## src/design/bus_pkg.sv

```systemverilog
////////////////////////////////////////
// Protocol types and widths for a TL-UL style bus
// Single beat only, so size never exceeds one data word
// Opcode codes outside the enums are legal on the wire and
// are caught by the protocol checker, not by the type
////////////////////////////////////////
package bus_pkg;

  ////////////////////////////////////////
  // Bus widths
  ////////////////////////////////////////
  // Byte address
  localparam int addr_w = 32;
  // One data beat, one word
  localparam int data_w = 32;
  // One mask bit per byte lane
  localparam int mask_w = data_w / 8;
  // Log2 of the transfer size in bytes
  localparam int size_w = 2;

  ////////////////////////////////////////
  // Channel opcodes
  ////////////////////////////////////////
  // A channel requests, other codes are illegal
  typedef enum logic [2:0] {
    put_full_data    = 3'd0,
    put_partial_data = 3'd1,
    get              = 3'd4
  } a_op_e;

  // D channel responses
  // Data variant only for get
  typedef enum logic [2:0] {
    access_ack      = 3'd0,
    access_ack_data = 3'd1
  } d_op_e;

endpackage
```

## src/design/map_pkg.sv

```systemverilog
////////////////////////////////////////
// Address map of the subsystem
// The register window starts at reg_base and spans one word
// per register, its length is set by the num_regs parameter
////////////////////////////////////////
package map_pkg;

  ////////////////////////////////////////
  // Register window
  ////////////////////////////////////////
  // Base of the register bank
  // Must be word aligned
  // Everything outside the window falls through to the sink
  localparam logic [bus_pkg::addr_w-1:0] reg_base = 32'h4000_0000;

endpackage

```

## src/design/tl_subsys.sv

```systemverilog
////////////////////////////////////////
// Bus endpoint subsystem, register bank plus sink
// One request in flight, response one cycle after accept
////////////////////////////////////////
`timescale 1ns/10ps

module tl_subsys #(
  parameter int src_w    = 4,
  parameter int num_regs = 4
) (
  input  logic                        clk_i,
  input  logic                        rst_ni,
  input  logic                        a_valid_i,
  output logic                        a_ready_o,
  input  bus_pkg::a_op_e              a_opcode_i,
  input  logic [bus_pkg::size_w-1:0]  a_size_i,
  input  logic [bus_pkg::addr_w-1:0]  a_address_i,
  input  logic [bus_pkg::mask_w-1:0]  a_mask_i,
  input  logic [bus_pkg::data_w-1:0]  a_data_i,
  input  logic [src_w-1:0]            a_source_i,
  output logic                        d_valid_o,
  input  logic                        d_ready_i,
  output bus_pkg::d_op_e              d_opcode_o,
  output logic [bus_pkg::size_w-1:0]  d_size_o,
  output logic [src_w-1:0]            d_source_o,
  output logic [bus_pkg::data_w-1:0]  d_data_o,
  output logic                        d_error_o
);

  // Register device channel
  logic                       reg_a_valid;
  logic                       reg_a_ready;
  logic                       reg_d_valid;
  logic                       reg_d_ready;
  bus_pkg::d_op_e             reg_d_opcode;
  logic [bus_pkg::size_w-1:0] reg_d_size;
  logic [src_w-1:0]           reg_d_source;
  logic [bus_pkg::data_w-1:0] reg_d_data;
  logic                       reg_d_error;

  // Sink channel
  logic                       snk_a_valid;
  logic                       snk_a_ready;
  logic                       snk_d_valid;
  logic                       snk_d_ready;
  bus_pkg::d_op_e             snk_d_opcode;
  logic [bus_pkg::size_w-1:0] snk_d_size;
  logic [src_w-1:0]           snk_d_source;
  logic                       snk_d_error;

  // Decode and response return
  tl_addr_demux #(
    .src_w    (src_w),
    .num_regs (num_regs)
  ) u_tl_addr_demux (
    .clk_i, .rst_ni,
    .a_valid_i, .a_ready_o, .a_address_i,
    .d_valid_o, .d_ready_i, .d_opcode_o, .d_size_o, .d_source_o, .d_data_o, .d_error_o,
    .reg_a_valid_o  (reg_a_valid),
    .reg_a_ready_i  (reg_a_ready),
    .reg_d_valid_i  (reg_d_valid),
    .reg_d_ready_o  (reg_d_ready),
    .reg_d_opcode_i (reg_d_opcode),
    .reg_d_size_i   (reg_d_size),
    .reg_d_source_i (reg_d_source),
    .reg_d_data_i   (reg_d_data),
    .reg_d_error_i  (reg_d_error),
    .snk_a_valid_o  (snk_a_valid),
    .snk_a_ready_i  (snk_a_ready),
    .snk_d_valid_i  (snk_d_valid),
    .snk_d_ready_o  (snk_d_ready),
    .snk_d_opcode_i (snk_d_opcode),
    .snk_d_size_i   (snk_d_size),
    .snk_d_source_i (snk_d_source),
    .snk_d_error_i  (snk_d_error)
  );

  // A payload fans out, only valid is steered
  tl_reg_dev #(
    .src_w    (src_w),
    .num_regs (num_regs)
  ) u_tl_reg_dev (
    .clk_i, .rst_ni,
    .a_valid_i (reg_a_valid),
    .a_ready_o (reg_a_ready),
    .a_opcode_i, .a_size_i, .a_address_i, .a_mask_i, .a_data_i, .a_source_i,
    .d_valid_o  (reg_d_valid),
    .d_ready_i  (reg_d_ready),
    .d_opcode_o (reg_d_opcode),
    .d_size_o   (reg_d_size),
    .d_source_o (reg_d_source),
    .d_data_o   (reg_d_data),
    .d_error_o  (reg_d_error)
  );

  tl_sink #(
    .src_w (src_w)
  ) u_tl_sink (
    .clk_i, .rst_ni,
    .a_valid_i (snk_a_valid),
    .a_ready_o (snk_a_ready),
    .a_opcode_i, .a_size_i, .a_address_i, .a_mask_i, .a_source_i,
    .d_valid_o  (snk_d_valid),
    .d_ready_i  (snk_d_ready),
    .d_opcode_o (snk_d_opcode),
    .d_size_o   (snk_d_size),
    .d_source_o (snk_d_source),
    .d_error_o  (snk_d_error)
  );

endmodule

```

## src/design/tl_addr_demux.sv

```systemverilog
////////////////////////////////////////
// Address decoder for a single outstanding request
// Both paths are combinational, only busy and select are held
// Next accept is the cycle after the host D handshake
////////////////////////////////////////
`timescale 1ns/10ps

module tl_addr_demux #(
  parameter int src_w    = 4,
  parameter int num_regs = 4
) (
  input  logic                        clk_i,
  input  logic                        rst_ni,
  // Host side
  input  logic                        a_valid_i,
  output logic                        a_ready_o,
  input  logic [bus_pkg::addr_w-1:0]  a_address_i,
  output logic                        d_valid_o,
  input  logic                        d_ready_i,
  output bus_pkg::d_op_e              d_opcode_o,
  output logic [bus_pkg::size_w-1:0]  d_size_o,
  output logic [src_w-1:0]            d_source_o,
  output logic [bus_pkg::data_w-1:0]  d_data_o,
  output logic                        d_error_o,
  // Register device
  output logic                        reg_a_valid_o,
  input  logic                        reg_a_ready_i,
  input  logic                        reg_d_valid_i,
  output logic                        reg_d_ready_o,
  input  bus_pkg::d_op_e              reg_d_opcode_i,
  input  logic [bus_pkg::size_w-1:0]  reg_d_size_i,
  input  logic [src_w-1:0]            reg_d_source_i,
  input  logic [bus_pkg::data_w-1:0]  reg_d_data_i,
  input  logic                        reg_d_error_i,
  // Sink
  output logic                        snk_a_valid_o,
  input  logic                        snk_a_ready_i,
  input  logic                        snk_d_valid_i,
  output logic                        snk_d_ready_o,
  input  bus_pkg::d_op_e              snk_d_opcode_i,
  input  logic [bus_pkg::size_w-1:0]  snk_d_size_i,
  input  logic [src_w-1:0]            snk_d_source_i,
  input  logic                        snk_d_error_i
);

  // Window length in bytes
  localparam logic [bus_pkg::addr_w-1:0] win_bytes = 4 * num_regs;

  logic                       hit_reg;
  logic                       busy_q;
  logic                       sel_reg_q;
  logic [bus_pkg::addr_w-1:0] offset;

  ////////////////////////////////////////
  // A path
  ////////////////////////////////////////
  // Below reg_base the subtraction wraps, so test both bounds
  assign offset  = a_address_i - map_pkg::reg_base;
  assign hit_reg = (a_address_i >= map_pkg::reg_base) && (offset < win_bytes);

  assign a_ready_o     = ~busy_q & (hit_reg ? reg_a_ready_i : snk_a_ready_i);
  assign reg_a_valid_o = a_valid_i & ~busy_q & hit_reg;
  assign snk_a_valid_o = a_valid_i & ~busy_q & ~hit_reg;

  // Busy from accept to host D handshake, select held alongside
  always_ff @(posedge clk_i or negedge rst_ni) begin
    if (!rst_ni) begin
      busy_q    <= 1'b0;
      sel_reg_q <= 1'b0;
    end else if (a_valid_i && a_ready_o) begin
      busy_q    <= 1'b1;
      sel_reg_q <= hit_reg;
    end else if (d_valid_o && d_ready_i) begin
      busy_q    <= 1'b0;
    end
  end

  ////////////////////////////////////////
  // D path
  ////////////////////////////////////////
  // Sink has no data, returns zero
  assign d_valid_o     = sel_reg_q ? reg_d_valid_i : snk_d_valid_i;
  assign d_opcode_o    = sel_reg_q ? reg_d_opcode_i : snk_d_opcode_i;
  assign d_size_o      = sel_reg_q ? reg_d_size_i : snk_d_size_i;
  assign d_source_o    = sel_reg_q ? reg_d_source_i : snk_d_source_i;
  assign d_data_o      = sel_reg_q ? reg_d_data_i : '0;
  assign d_error_o     = sel_reg_q ? reg_d_error_i : snk_d_error_i;
  assign reg_d_ready_o = d_ready_i & sel_reg_q;
  assign snk_d_ready_o = d_ready_i & ~sel_reg_q;

endmodule

```

## src/design/tl_reg_dev.sv

```systemverilog
////////////////////////////////////////
// Bank of word registers behind the A channel
// Only sees requests inside its window, the demux decodes it
// Errored requests never write and return zero data
////////////////////////////////////////
`timescale 1ns/10ps

module tl_reg_dev #(
  parameter int src_w    = 4,
  parameter int num_regs = 4
) (
  input  logic                        clk_i,
  input  logic                        rst_ni,
  input  logic                        a_valid_i,
  output logic                        a_ready_o,
  input  bus_pkg::a_op_e              a_opcode_i,
  input  logic [bus_pkg::size_w-1:0]  a_size_i,
  input  logic [bus_pkg::addr_w-1:0]  a_address_i,
  input  logic [bus_pkg::mask_w-1:0]  a_mask_i,
  input  logic [bus_pkg::data_w-1:0]  a_data_i,
  input  logic [src_w-1:0]            a_source_i,
  output logic                        d_valid_o,
  input  logic                        d_ready_i,
  output bus_pkg::d_op_e              d_opcode_o,
  output logic [bus_pkg::size_w-1:0]  d_size_o,
  output logic [src_w-1:0]            d_source_o,
  output logic [bus_pkg::data_w-1:0]  d_data_o,
  output logic                        d_error_o
);

  // Index width, at least one bit
  localparam int idx_w = (num_regs > 1) ? $clog2(num_regs) : 1;

  logic                       a_ack;
  logic                       d_ack;
  logic                       pending_q;
  logic                       chk_err;
  logic                       rd_req;
  logic                       wr_en;
  logic [bus_pkg::addr_w-1:0] offset;
  logic [idx_w-1:0]           idx;
  logic [bus_pkg::data_w-1:0] regs_q [num_regs];

  assign a_ack  = a_valid_i & a_ready_o;
  assign d_ack  = d_valid_o & d_ready_i;
  assign rd_req = (a_opcode_i == bus_pkg::get);

  // Word index from the window offset
  assign offset = a_address_i - map_pkg::reg_base;
  assign idx    = offset[idx_w+1:2];

  // Only clean puts reach the storage
  assign wr_en = a_ack & ~rd_req & ~chk_err;

  always_ff @(posedge clk_i or negedge rst_ni) begin
    if (!rst_ni) begin
      pending_q <= 1'b0;
    end else if (a_ack) begin
      pending_q <= 1'b1;
    end else if (d_ack) begin
      pending_q <= 1'b0;
    end
  end

  ////////////////////////////////////////
  // Register storage
  ////////////////////////////////////////
  // Merge enabled bytes only
  always_ff @(posedge clk_i or negedge rst_ni) begin
    if (!rst_ni) begin
      regs_q <= '{default: '0};
    end else if (wr_en) begin
      for (int b = 0; b < bus_pkg::mask_w; b++) begin
        if (a_mask_i[b]) regs_q[idx][8*b +: 8] <= a_data_i[8*b +: 8];
      end
    end
  end

  // Response capture, read data zeroed on error
  always_ff @(posedge clk_i) begin
    if (a_ack) begin
      d_opcode_o <= rd_req ? bus_pkg::access_ack_data : bus_pkg::access_ack;
      d_size_o   <= a_size_i;
      d_source_o <= a_source_i;
      d_data_o   <= (rd_req && !chk_err) ? regs_q[idx] : '0;
      d_error_o  <= chk_err;
    end
  end

  tl_err_check #(
    .src_w (src_w)
  ) u_err_check (
    .a_opcode_i  (a_opcode_i),
    .a_size_i    (a_size_i),
    .a_address_i (a_address_i),
    .a_mask_i    (a_mask_i),
    .err_o       (chk_err)
  );

  assign a_ready_o = ~pending_q;
  assign d_valid_o = pending_q;

endmodule

```

## src/design/tl_sink.sv

```systemverilog
////////////////////////////////////////
// Terminating endpoint for unmapped addresses
// Acks every request, data is always zero
// Writes must be word aligned with a full mask
////////////////////////////////////////
`timescale 1ns/10ps

module tl_sink #(
  parameter int src_w = 4
) (
  input  logic                        clk_i,
  input  logic                        rst_ni,
  input  logic                        a_valid_i,
  output logic                        a_ready_o,
  input  bus_pkg::a_op_e              a_opcode_i,
  input  logic [bus_pkg::size_w-1:0]  a_size_i,
  input  logic [bus_pkg::addr_w-1:0]  a_address_i,
  input  logic [bus_pkg::mask_w-1:0]  a_mask_i,
  input  logic [src_w-1:0]            a_source_i,
  output logic                        d_valid_o,
  input  logic                        d_ready_i,
  output bus_pkg::d_op_e              d_opcode_o,
  output logic [bus_pkg::size_w-1:0]  d_size_o,
  output logic [src_w-1:0]            d_source_o,
  output logic                        d_error_o
);

  logic a_ack;
  logic d_ack;
  logic pending_q;
  logic wr_req;
  logic rd_req;
  logic chk_err;
  logic wr_rule_err;

  assign a_ack  = a_valid_i & a_ready_o;
  assign d_ack  = d_valid_o & d_ready_i;
  assign wr_req = (a_opcode_i == bus_pkg::put_full_data) |
                  (a_opcode_i == bus_pkg::put_partial_data);
  assign rd_req = (a_opcode_i == bus_pkg::get);

  // Pending response, blocks A until the D handshake
  always_ff @(posedge clk_i or negedge rst_ni) begin
    if (!rst_ni) begin
      pending_q <= 1'b0;
    end else if (a_ack) begin
      pending_q <= 1'b1;
    end else if (d_ack) begin
      pending_q <= 1'b0;
    end
  end

  // Response fields captured on accept
  always_ff @(posedge clk_i) begin
    if (a_ack) begin
      d_opcode_o <= rd_req ? bus_pkg::access_ack_data : bus_pkg::access_ack;
      d_size_o   <= a_size_i;
      d_source_o <= a_source_i;
      d_error_o  <= chk_err | wr_rule_err;
    end
  end

  ////////////////////////////////////////
  // Errors
  ////////////////////////////////////////
  // Sink only takes aligned full word writes
  assign wr_rule_err = wr_req & ((|a_address_i[1:0]) | ~(&a_mask_i));

  tl_err_check #(
    .src_w (src_w)
  ) u_err_check (
    .a_opcode_i  (a_opcode_i),
    .a_size_i    (a_size_i),
    .a_address_i (a_address_i),
    .a_mask_i    (a_mask_i),
    .err_o       (chk_err)
  );

  assign a_ready_o = ~pending_q;
  assign d_valid_o = pending_q;

endmodule

```

## src/design/tl_err_check.sv

```systemverilog
////////////////////////////////////////
// Protocol checker for one A channel request
// Purely combinational
// Result is valid while a_valid is high
// Get masks are not checked
////////////////////////////////////////
`timescale 1ns/10ps

module tl_err_check #(
  parameter int src_w = 4
) (
  input  bus_pkg::a_op_e              a_opcode_i,
  input  logic [bus_pkg::size_w-1:0]  a_size_i,
  input  logic [bus_pkg::addr_w-1:0]  a_address_i,
  input  logic [bus_pkg::mask_w-1:0]  a_mask_i,
  output logic                        err_o
);

  logic                       op_legal;
  logic                       is_put;
  logic                       is_full;
  logic                       size_err;
  logic                       align_err;
  logic                       mask_err;
  logic [bus_pkg::mask_w-1:0] lanes;

  // Opcode decode
  always_comb begin
    op_legal = 1'b1;
    is_put   = 1'b0;
    is_full  = 1'b0;
    case (a_opcode_i)
      bus_pkg::put_full_data: begin
        is_put  = 1'b1;
        is_full = 1'b1;
      end
      bus_pkg::put_partial_data: is_put = 1'b1;
      bus_pkg::get: op_legal = 1'b1;
      default: op_legal = 1'b0;
    endcase
  end

  ////////////////////////////////////////
  // Byte lanes and alignment
  ////////////////////////////////////////
  always_comb begin
    lanes     = '0;
    align_err = 1'b0;
    case (a_size_i)
      // Byte at any address
      2'd0: lanes = {{(bus_pkg::mask_w-1){1'b0}}, 1'b1} << a_address_i[1:0];
      // Half word on an even address
      2'd1: begin
        lanes     = {{(bus_pkg::mask_w-2){1'b0}}, 2'b11} << {a_address_i[1], 1'b0};
        align_err = a_address_i[0];
      end
      // Full word on a word address
      2'd2: begin
        lanes     = '1;
        align_err = |a_address_i[1:0];
      end
      // Wider than the bus is flagged by size_err
      default: lanes = '0;
    endcase
  end

  assign size_err = (a_size_i > 2'd2);

  // Partial mask inside the lanes and full mask equal to them
  assign mask_err = (is_put & ((a_mask_i & ~lanes) != '0)) |
                    (is_full & (a_mask_i != lanes));

  assign err_o = ~op_legal | size_err | align_err | mask_err;

endmodule

```

## config.mk

```make
export PLATFORM = sky130hd
export DESIGN_NAME = tl_subsys
export DESIGN_NICKNAME = d
export VERILOG_FILES = /design/src/design/bus_pkg.sv /design/src/design/map_pkg.sv /design/src/design/tl_subsys.sv /design/src/design/tl_addr_demux.sv /design/src/design/tl_reg_dev.sv /design/src/design/tl_sink.sv /design/src/design/tl_err_check.sv
export SDC_FILE = /design/constraint.sdc
export NUM_CORES = 1
export LEC_CHECK = 0
export BUFFER_PORTS_ARGS = -buffer_cell sky130_fd_sc_hd__buf_2
export CAP_MARGIN = 30
export CORE_MARGIN = 2
export CORE_UTILIZATION = 48
export DETAILED_ROUTE_END_ITERATION = 7
export PLACE_DENSITY = 0.8
export SYNTH_ARGS = -nofsm -noshare
export SYNTH_HDL_FRONTEND = slang
export SYNTH_SLANG_ARGS = --single-unit
export TNS_END_PERCENT = 10
```

## constraint.sdc

```tcl
create_clock -name clk_i -period 5.6 [get_ports clk_i]
set_clock_uncertainty 0.05 [all_clocks]
set_input_delay 1.12 -clock clk_i [delete_from_list [all_inputs] [get_ports clk_i]]
set_output_delay 1.12 -clock clk_i [all_outputs]
set_load 0.05 [all_outputs]
```

==> results of run 1 <==
-- worst register-to-register path: cells and delay by family, from the launching register on --
kind,cells,cell delay (ps)
AND/OR/NAND/NOR,3,1580
multiplexers,1,390
flip-flops,1,510
-- power by group --
part | internal [mW] | total, mW | switching (mW)
logic | 0.0749 | 0.252 | 0.177
registers | 1.36 | 1.38 | 0.0131
clock network | 0.770 | 1.26 | 0.489
total | 2.21 | 2.89 | 0.679
-- stage by stage --
stage | hold WS, ps | utilization, %
floorplan | 402 | -
global placement | 412 | 53.6
detailed placement | 422 | 53.8
CTS | 438 | 57.2
global route | 447 | 57.3
finish | 436 | 57.3
-- cell families after synthesis --
kind of cell	count (synthesis)	synth area share, %
DFF	180	54.0
muxes	169	28.9
AOI/OAI and AO/OA	18	1.41
and+or+nand+nor	138	12.5
buffers and inverters	33	1.82
adders and majority gates	9	1.28
other	1	0.0427
-- layout make-up --
type                       instances  area (µm²)  share of cell area (%)
antenna                            1        2.50                  0.0243
clock buffer                      26         512                    4.97
clock inverter                     6         113                    1.09
inverter                           6        22.5                   0.219
multi-input combinational        336        3890                    37.8
sequential                       180        4740                    46.1
tap                              229         287                    2.78
timing repair buffer             133         716                    6.95
-- sequential cells by signal, indices dropped and copies added (netlist names) --
name                       flops
u_tl_addr_demux.busy_q         1
u_tl_addr_demux.sel_reg_q      1
u_tl_reg_dev.d_data_o         32
u_tl_reg_dev.d_error_o         1
u_tl_reg_dev.d_opcode_o        1
u_tl_reg_dev.d_size_o          2
u_tl_reg_dev.d_source_o        4
u_tl_reg_dev.d_valid_o         1
u_tl_reg_dev.regs_q          128
u_tl_sink.d_error_o            1
u_tl_sink.d_opcode_o           1
u_tl_sink.d_size_o             2
u_tl_sink.d_source_o           4
u_tl_sink.d_valid_o            1
-- worst paths after layout --
| kind | end | start | slack (ps) |
|---|---|---|---|
| min | u_tl_reg_dev.regs_q[97] | u_tl_reg_dev.regs_q[97] | 440 |
| max in group asynchronous | u_tl_reg_dev.regs_q[2] | rst_ni | 4140 |
| min reg2reg | u_tl_reg_dev.regs_q[97] | u_tl_reg_dev.regs_q[97] | 440 |
| min in group asynchronous | u_tl_reg_dev.regs_q[115] | rst_ni | 500 |
| max | a_ready_o | a_address_i[18] | 1340 |
| max reg2reg | u_tl_reg_dev.regs_q[38] | u_tl_reg_dev.d_valid_o | 2950 |
-- cell usage in the layout, fill, tap and decap left out, types with 2 or more instances in the layout --
| master | synthesis | routed |
|---|---|---|
| a21o_1 | 2 | 2 |
| and2_1 | 32 | 32 |
| buf_2 | 1 | 121 |
| buf_4 | 3 | 11 |
| bufinv_16 | 0 | 3 |
| clkbuf_1 | 16 | 6 |
| clkbuf_16 | 0 | 19 |
| conb_1 | 1 | 2 |
| dfrtp_1 | 132 | 132 |
| edfxtp_1 | 48 | 48 |
| ha_1 | 9 | 9 |
| inv_1 | 6 | 6 |
| mux2_1 | 56 | 56 |
| mux2_2 | 9 | 9 |
| mux2_4 | 72 | 72 |
| mux4_2 | 32 | 32 |
| nand2_1 | 6 | 6 |
| nand2b_1 | 3 | 3 |
| nand4_1 | 18 | 18 |
| nor2_1 | 5 | 5 |
| nor2b_1 | 34 | 34 |
| nor4_1 | 7 | 7 |
| nor4_4 | 16 | 16 |
| nor4b_1 | 3 | 3 |
| nor4bb_1 | 5 | 5 |
| o21ai_0 | 6 | 6 |
| o21bai_1 | 2 | 2 |
| o31ai_1 | 2 | 2 |
| or4_1 | 2 | 2 |
-- metal layers --
layer	track usage [%]	vias up	routed length, µm
met5	0	-	27
met4	7.66	4	359
met3	4.99	33	990
met2	33.1	161	9200
met1	27.2	2655	8230
li1	-	2322	-
==> results.md, run 1 <==
* Hold Crit Depth at 1
* CTS tree: done
* Syn Inst Count at 548
* Sink Count at 180
* MaxCap Viol Count at 0
* Crit path buf inv count at 3
* CTS Hold Buffers Added at 0
* Post-DP HPWL at approximately 13000 µm
* Max-slew violation count at 0
* Dominant cell type by area after synthesis: dfrtp_1
* Largest net degree at the start of global routing at 72
* CTS Buffer Depth at 2
* Share of cells above drive strength 1 at 42.4%
* Die span in y at 139 µm
* Drt total wl at ~19000 µm
* Register area share after synthesis at ~54%
* Avg Synthesized Cell Area at 16.0 µm²
* Startpoint types: primary input
* Area after DPL at 0.00966 mm²
* Core box area at 0.0180 mm²
* Total CTS buffers at 17
* Initial Util at 48.9%
* Post-Layout Inst Area at 0.0103 mm²
* Family with the most delay on the worst path: simple AND/OR/NAND/NOR gates
* DRT Pass-1 Iters at 5
* Clock-pin slew on the worst setup and hold paths at 60 ps
* Critical path arrival at 3090 ps
* Post-cts resize count at 0
* Post-CTS Setup Bufs at 0
* Power per cell area at approximately 280 mW/mm²
* Final worst path period need at 4260 ps
* Slew HR at 33.9%
* Synth top area cells: dfrtp_1 38%, edfxtp_1 16%, mux2_4 12%
* Row cnt at between 40 and 50
* Antenna viol nets, final at 0
* Gr ovfl total at 0
* Synthesized area at 0.00878 mm²
* Post-layout power at about 2.9 mW
* Critical-path top delay cell: or2_2
* Area share of the largest cell type after synthesis at 37.6%
* Fillers at roughly 1400
* Final setup margin at 1340 ps
* Worst skew pair latency at 430 ps
* Via Count at 5175
* Tot GR Track Use at 20.5%
* Reg2Reg Depth at 4
* Peak Freq at around 0.23 GHz
* Status: finished, final reports clean
* Synth Register Bits at 180
* Worst-Margin Slew at 991 ps
* Nets at 764
* Hold WC Path Type: reg2reg
* Hold Fails Final Rpt at 0
* Count leader, synth: dfrtp_1
* Ports at around 130
* Pleak at 4.91 nW
* Final Non-Filler Cells at 917
* CTS root buf: clkbuf_16
* Drt drc at 0
* Setup repair after global routing missed its margin: false
* DR iter-0 viols at 338
* Final setup viols at 0
* Placer Congestion at 0.780
* Critical path's largest stage delay at 430 ps
* Crit path capture type: output pin
* Post-synth ARST share at around three quarters
* Count of buffers from port buffering at 122
* H-tree depth at 4
* Die ar. at approximately 0.019 mm²
* Critical path peak fanout at 19
* Total negative slack at 0 ps
* Horiz. Die Dim at 139 µm
* Via density at 5.64
* Number of distinct library cells after synthesis at 41
* Max rail drop VDD at 198 µV
* Antenna violations before repair at 4
* Syn-to-layout area delta at 17.2%
* WL/cell at 20.5 µm
* Pre-CTS WS at approximately 1000 ps
* Worst path depth at 7
* EDFF count, synth at 48
* CP most frequent cell: buf_2
* Cell Chain, Critical Path: buf_2 > nor4_1 > nand4_1 > buf_4 > or2_2 > a211oi_1 > buf_2
* Placed Cells at about 880
* Tcrit/Tclk final at 76.0%
* Top cells by count, synth: 132 x dfrtp_1, 72 x mux2_4, 56 x mux2_1
* First-pass GRT wire length at 30800 µm
* WS Path Type: in2out
* Number of synthesis warnings at 0
* Worst Path Required at around 4400 ps
* Number of global-route vias before repair at between 5000 and 6000
* Ys flop type: dfrtp_1
(Power assumes the default switching activity.)
==> inputs of run 2 (changes only) <==
--- a/config.mk
+++ b/config.mk
@@ -10,7 +10,7 @@
 export CORE_MARGIN = 2
 export CORE_UTILIZATION = 48
 export DETAILED_ROUTE_END_ITERATION = 7
-export PLACE_DENSITY = 0.8
+export PLACE_DENSITY = 0.82
 export SYNTH_ARGS = -nofsm -noshare
 export SYNTH_HDL_FRONTEND = slang
 export SYNTH_SLANG_ARGS = --single-unit
==> constraint.sdc (replaced) <==
create_clock -name clk_i -period 3.4 [get_ports clk_i]
set_clock_uncertainty 0.05 [all_clocks]
set_input_delay 0.68 -clock clk_i [delete_from_list [all_inputs] [get_ports clk_i]]
set_output_delay 0.68 -clock clk_i [all_outputs]
set_load 0.05 [all_outputs]
==> run 2 against run 1 <==
Compared with the run above: flip-flop and latch count unchanged; setup slack worse by 1200 ps; final cell count is 3.5% higher; design area is 3.5% higher; non-clock buffer count increased by 33; clock power increased by 48%; register-to-register slack lost 2000 ps; first-iteration DRC count up 5.3%; critical path depth up 3.
==> results.md, run 2 (synthesis results as in run 1) <==
* Critical Path End: a_ready_o
* CTS tree: done
* WS Path Type: in2out
* Largest registers: u_tl_reg_dev.regs_q x128, u_tl_reg_dev.d_data_o x32
* Worst skew pair latency at 430 ps
* Die ar. at 0.0194 mm²
* CTS root buf: clkbuf_16
* Number of global-route vias before repair at roughly 5900
* Max rail drop VDD at 317 µV
* Syn-to-layout area delta at 21.3%
* Most flop-heavy register: u_tl_reg_dev.regs_q
* Power per cell area at about 430 mW/mm²
* Core box area at 0.0180 mm²
* Status: finished, final reports clean
* Via Count at 5307
* First-pass GRT wire length at 31500 µm
* Post-CTS Setup Bufs at 0
* H-tree depth at 4
* Total negative slack at 0 ps
* N_diodes at 0
* R2r setup slk at about 990 ps
* Share of cells above drive strength 1 at 46.7%
* Pleak at 5.08 nW
* Start point of the critical path: a_address_i[18]
* Reg2Reg Depth at 5
* Max-slew violation count at 0
* Antenna violations before repair at 1
* Total CTS buffers at 17
* Hold Fails Final Rpt at 0
* DRT Pass-1 Iters at 6
* Drt drc at 0
* MaxCap Viol Count at 0
* Ports at between 100 and 150
* Worst-Margin Slew at 803 ps
* Slew HR at 46.5%
* CTS Buffer Depth at 2
* Startpoint types: primary input
* Count of buffers from port buffering at 122
* DR iter-0 viols at 356
* CTS Hold Buffers Added at 0
* Largest net degree at the start of global routing at about 70
* RR Endpoint: u_tl_reg_dev.regs_q[30]
* Clock-pin slew on the worst setup and hold paths at roughly 70 ps
* Final setup margin at 131 ps
* Post-cts resize count at 0
* Fillers at approximately 1300
* Placer Congestion at a little over 0.9
* Leading cell type in the layout, fill and taps excluded: dfrtp_1
* Setup repair after global routing missed its margin: false
* Sink Count at 180
* WL/cell at about 20 µm
* Row cnt at 49
* Horiz. Die Dim at 139 µm
* Peak Freq at 0.306 GHz
* Tcrit/Tclk final at 96.2%
* Pre-CTS WS at -257 ps
* Most frequent cells in the layout: 132 x dfrtp_1, 121 x buf_2, 72 x mux2_4, 56 x mux2_1, 48 x edfxtp_1
* Largest register FFs at 128
* FF-to-FF Start: u_tl_reg_dev.d_valid_o
* Antenna viol nets, final at 0
* Drt total wl at 19500 µm
* Final setup viols at 0
* Worst Path Required at 2670 ps
* Final worst path period need at roughly 3300 ps
* Via density at 5.59
* Gr ovfl total at 0
* Initial Util at 48.9%
* Hold WC Path Type: in2async
* Critical path peak fanout at 18
* Tot GR Track Use at 20.9%
* Post-DP HPWL at 13900 µm
* Crit path capture type: output pin
* Critical path arrival at 2540 ps
* Die span in y at roughly 140 µm
* Nets at 797
==> run 2: cell type report <==
type                       count  area (µm²)  share of cell area (%)
sequential                   180        4740                    44.6
multi-input combinational    336        3940                    37.0
timing repair buffer         166        1090                    10.3
clock buffer                  17         425                    4.00
tap                          229         287                    2.69
clock inverter                15         131                    1.23
inverter                       6        30.0                   0.282
==> run 2: worst min-delay path by stage <==
stage,startpoint,endpoint,depth (start not counted)
6_report,rst_ni,u_tl_reg_dev.regs_q[37],1
3_5_place_dp,u_tl_reg_dev.regs_q[33],u_tl_reg_dev.regs_q[33],1
4_1_cts,rst_ni,u_tl_reg_dev.regs_q[5],1
5_1_grt,rst_ni,u_tl_reg_dev.regs_q[37],1
3_3_place_gp,u_tl_reg_dev.regs_q[38],u_tl_reg_dev.regs_q[38],1
2_1_floorplan,rst_ni,u_tl_addr_demux.busy_q,0
==> run 2: power breakdown <==
group          internal, mW  total (mW)  switching [mW]
logic                 0.138       0.435           0.297
clock network          1.01        1.86           0.850
registers              2.25        2.28          0.0299
==> run 2: stage by stage <==
step | hold slack (ps) | util (%) | power, mW | instance area (µm²) | std cells
finish | 266 | 59.3 | 4.58 | 10600 | 949
global route | 328 | 59.3 | 4.73 | 10600 | 949
CTS | 287 | 59.2 | 4.61 | 10600 | 949
detailed placement | 422 | 56.1 | 2.75 | 10100 | 917
global placement | 411 | 56.1 | 2.73 | 10100 | 916
floorplan | 334 | - | 2.56 | 8840 | 549
==> run 2: per-layer routing <==
layer	routed length [µm]	track usage [%]	part of all wire [%]	vias to the layer above
met4	297	6.11	1.5	2
met3	919	5.47	4.7	22
met1	8180	26.1	42	2737
li1	-	-	-	2383
met2	10100	36.1	52	163
met5	13	0	0.067	-
==> run 2: worst max-delay path: stages <==
cell,delay [ps]
buf_2,100
nor4_2,340
buf_4,180
nand4_1,90
buf_4,170
buf_4,270
nor3_1,260
buf_4,160
a211oi_4,40
buf_2,220
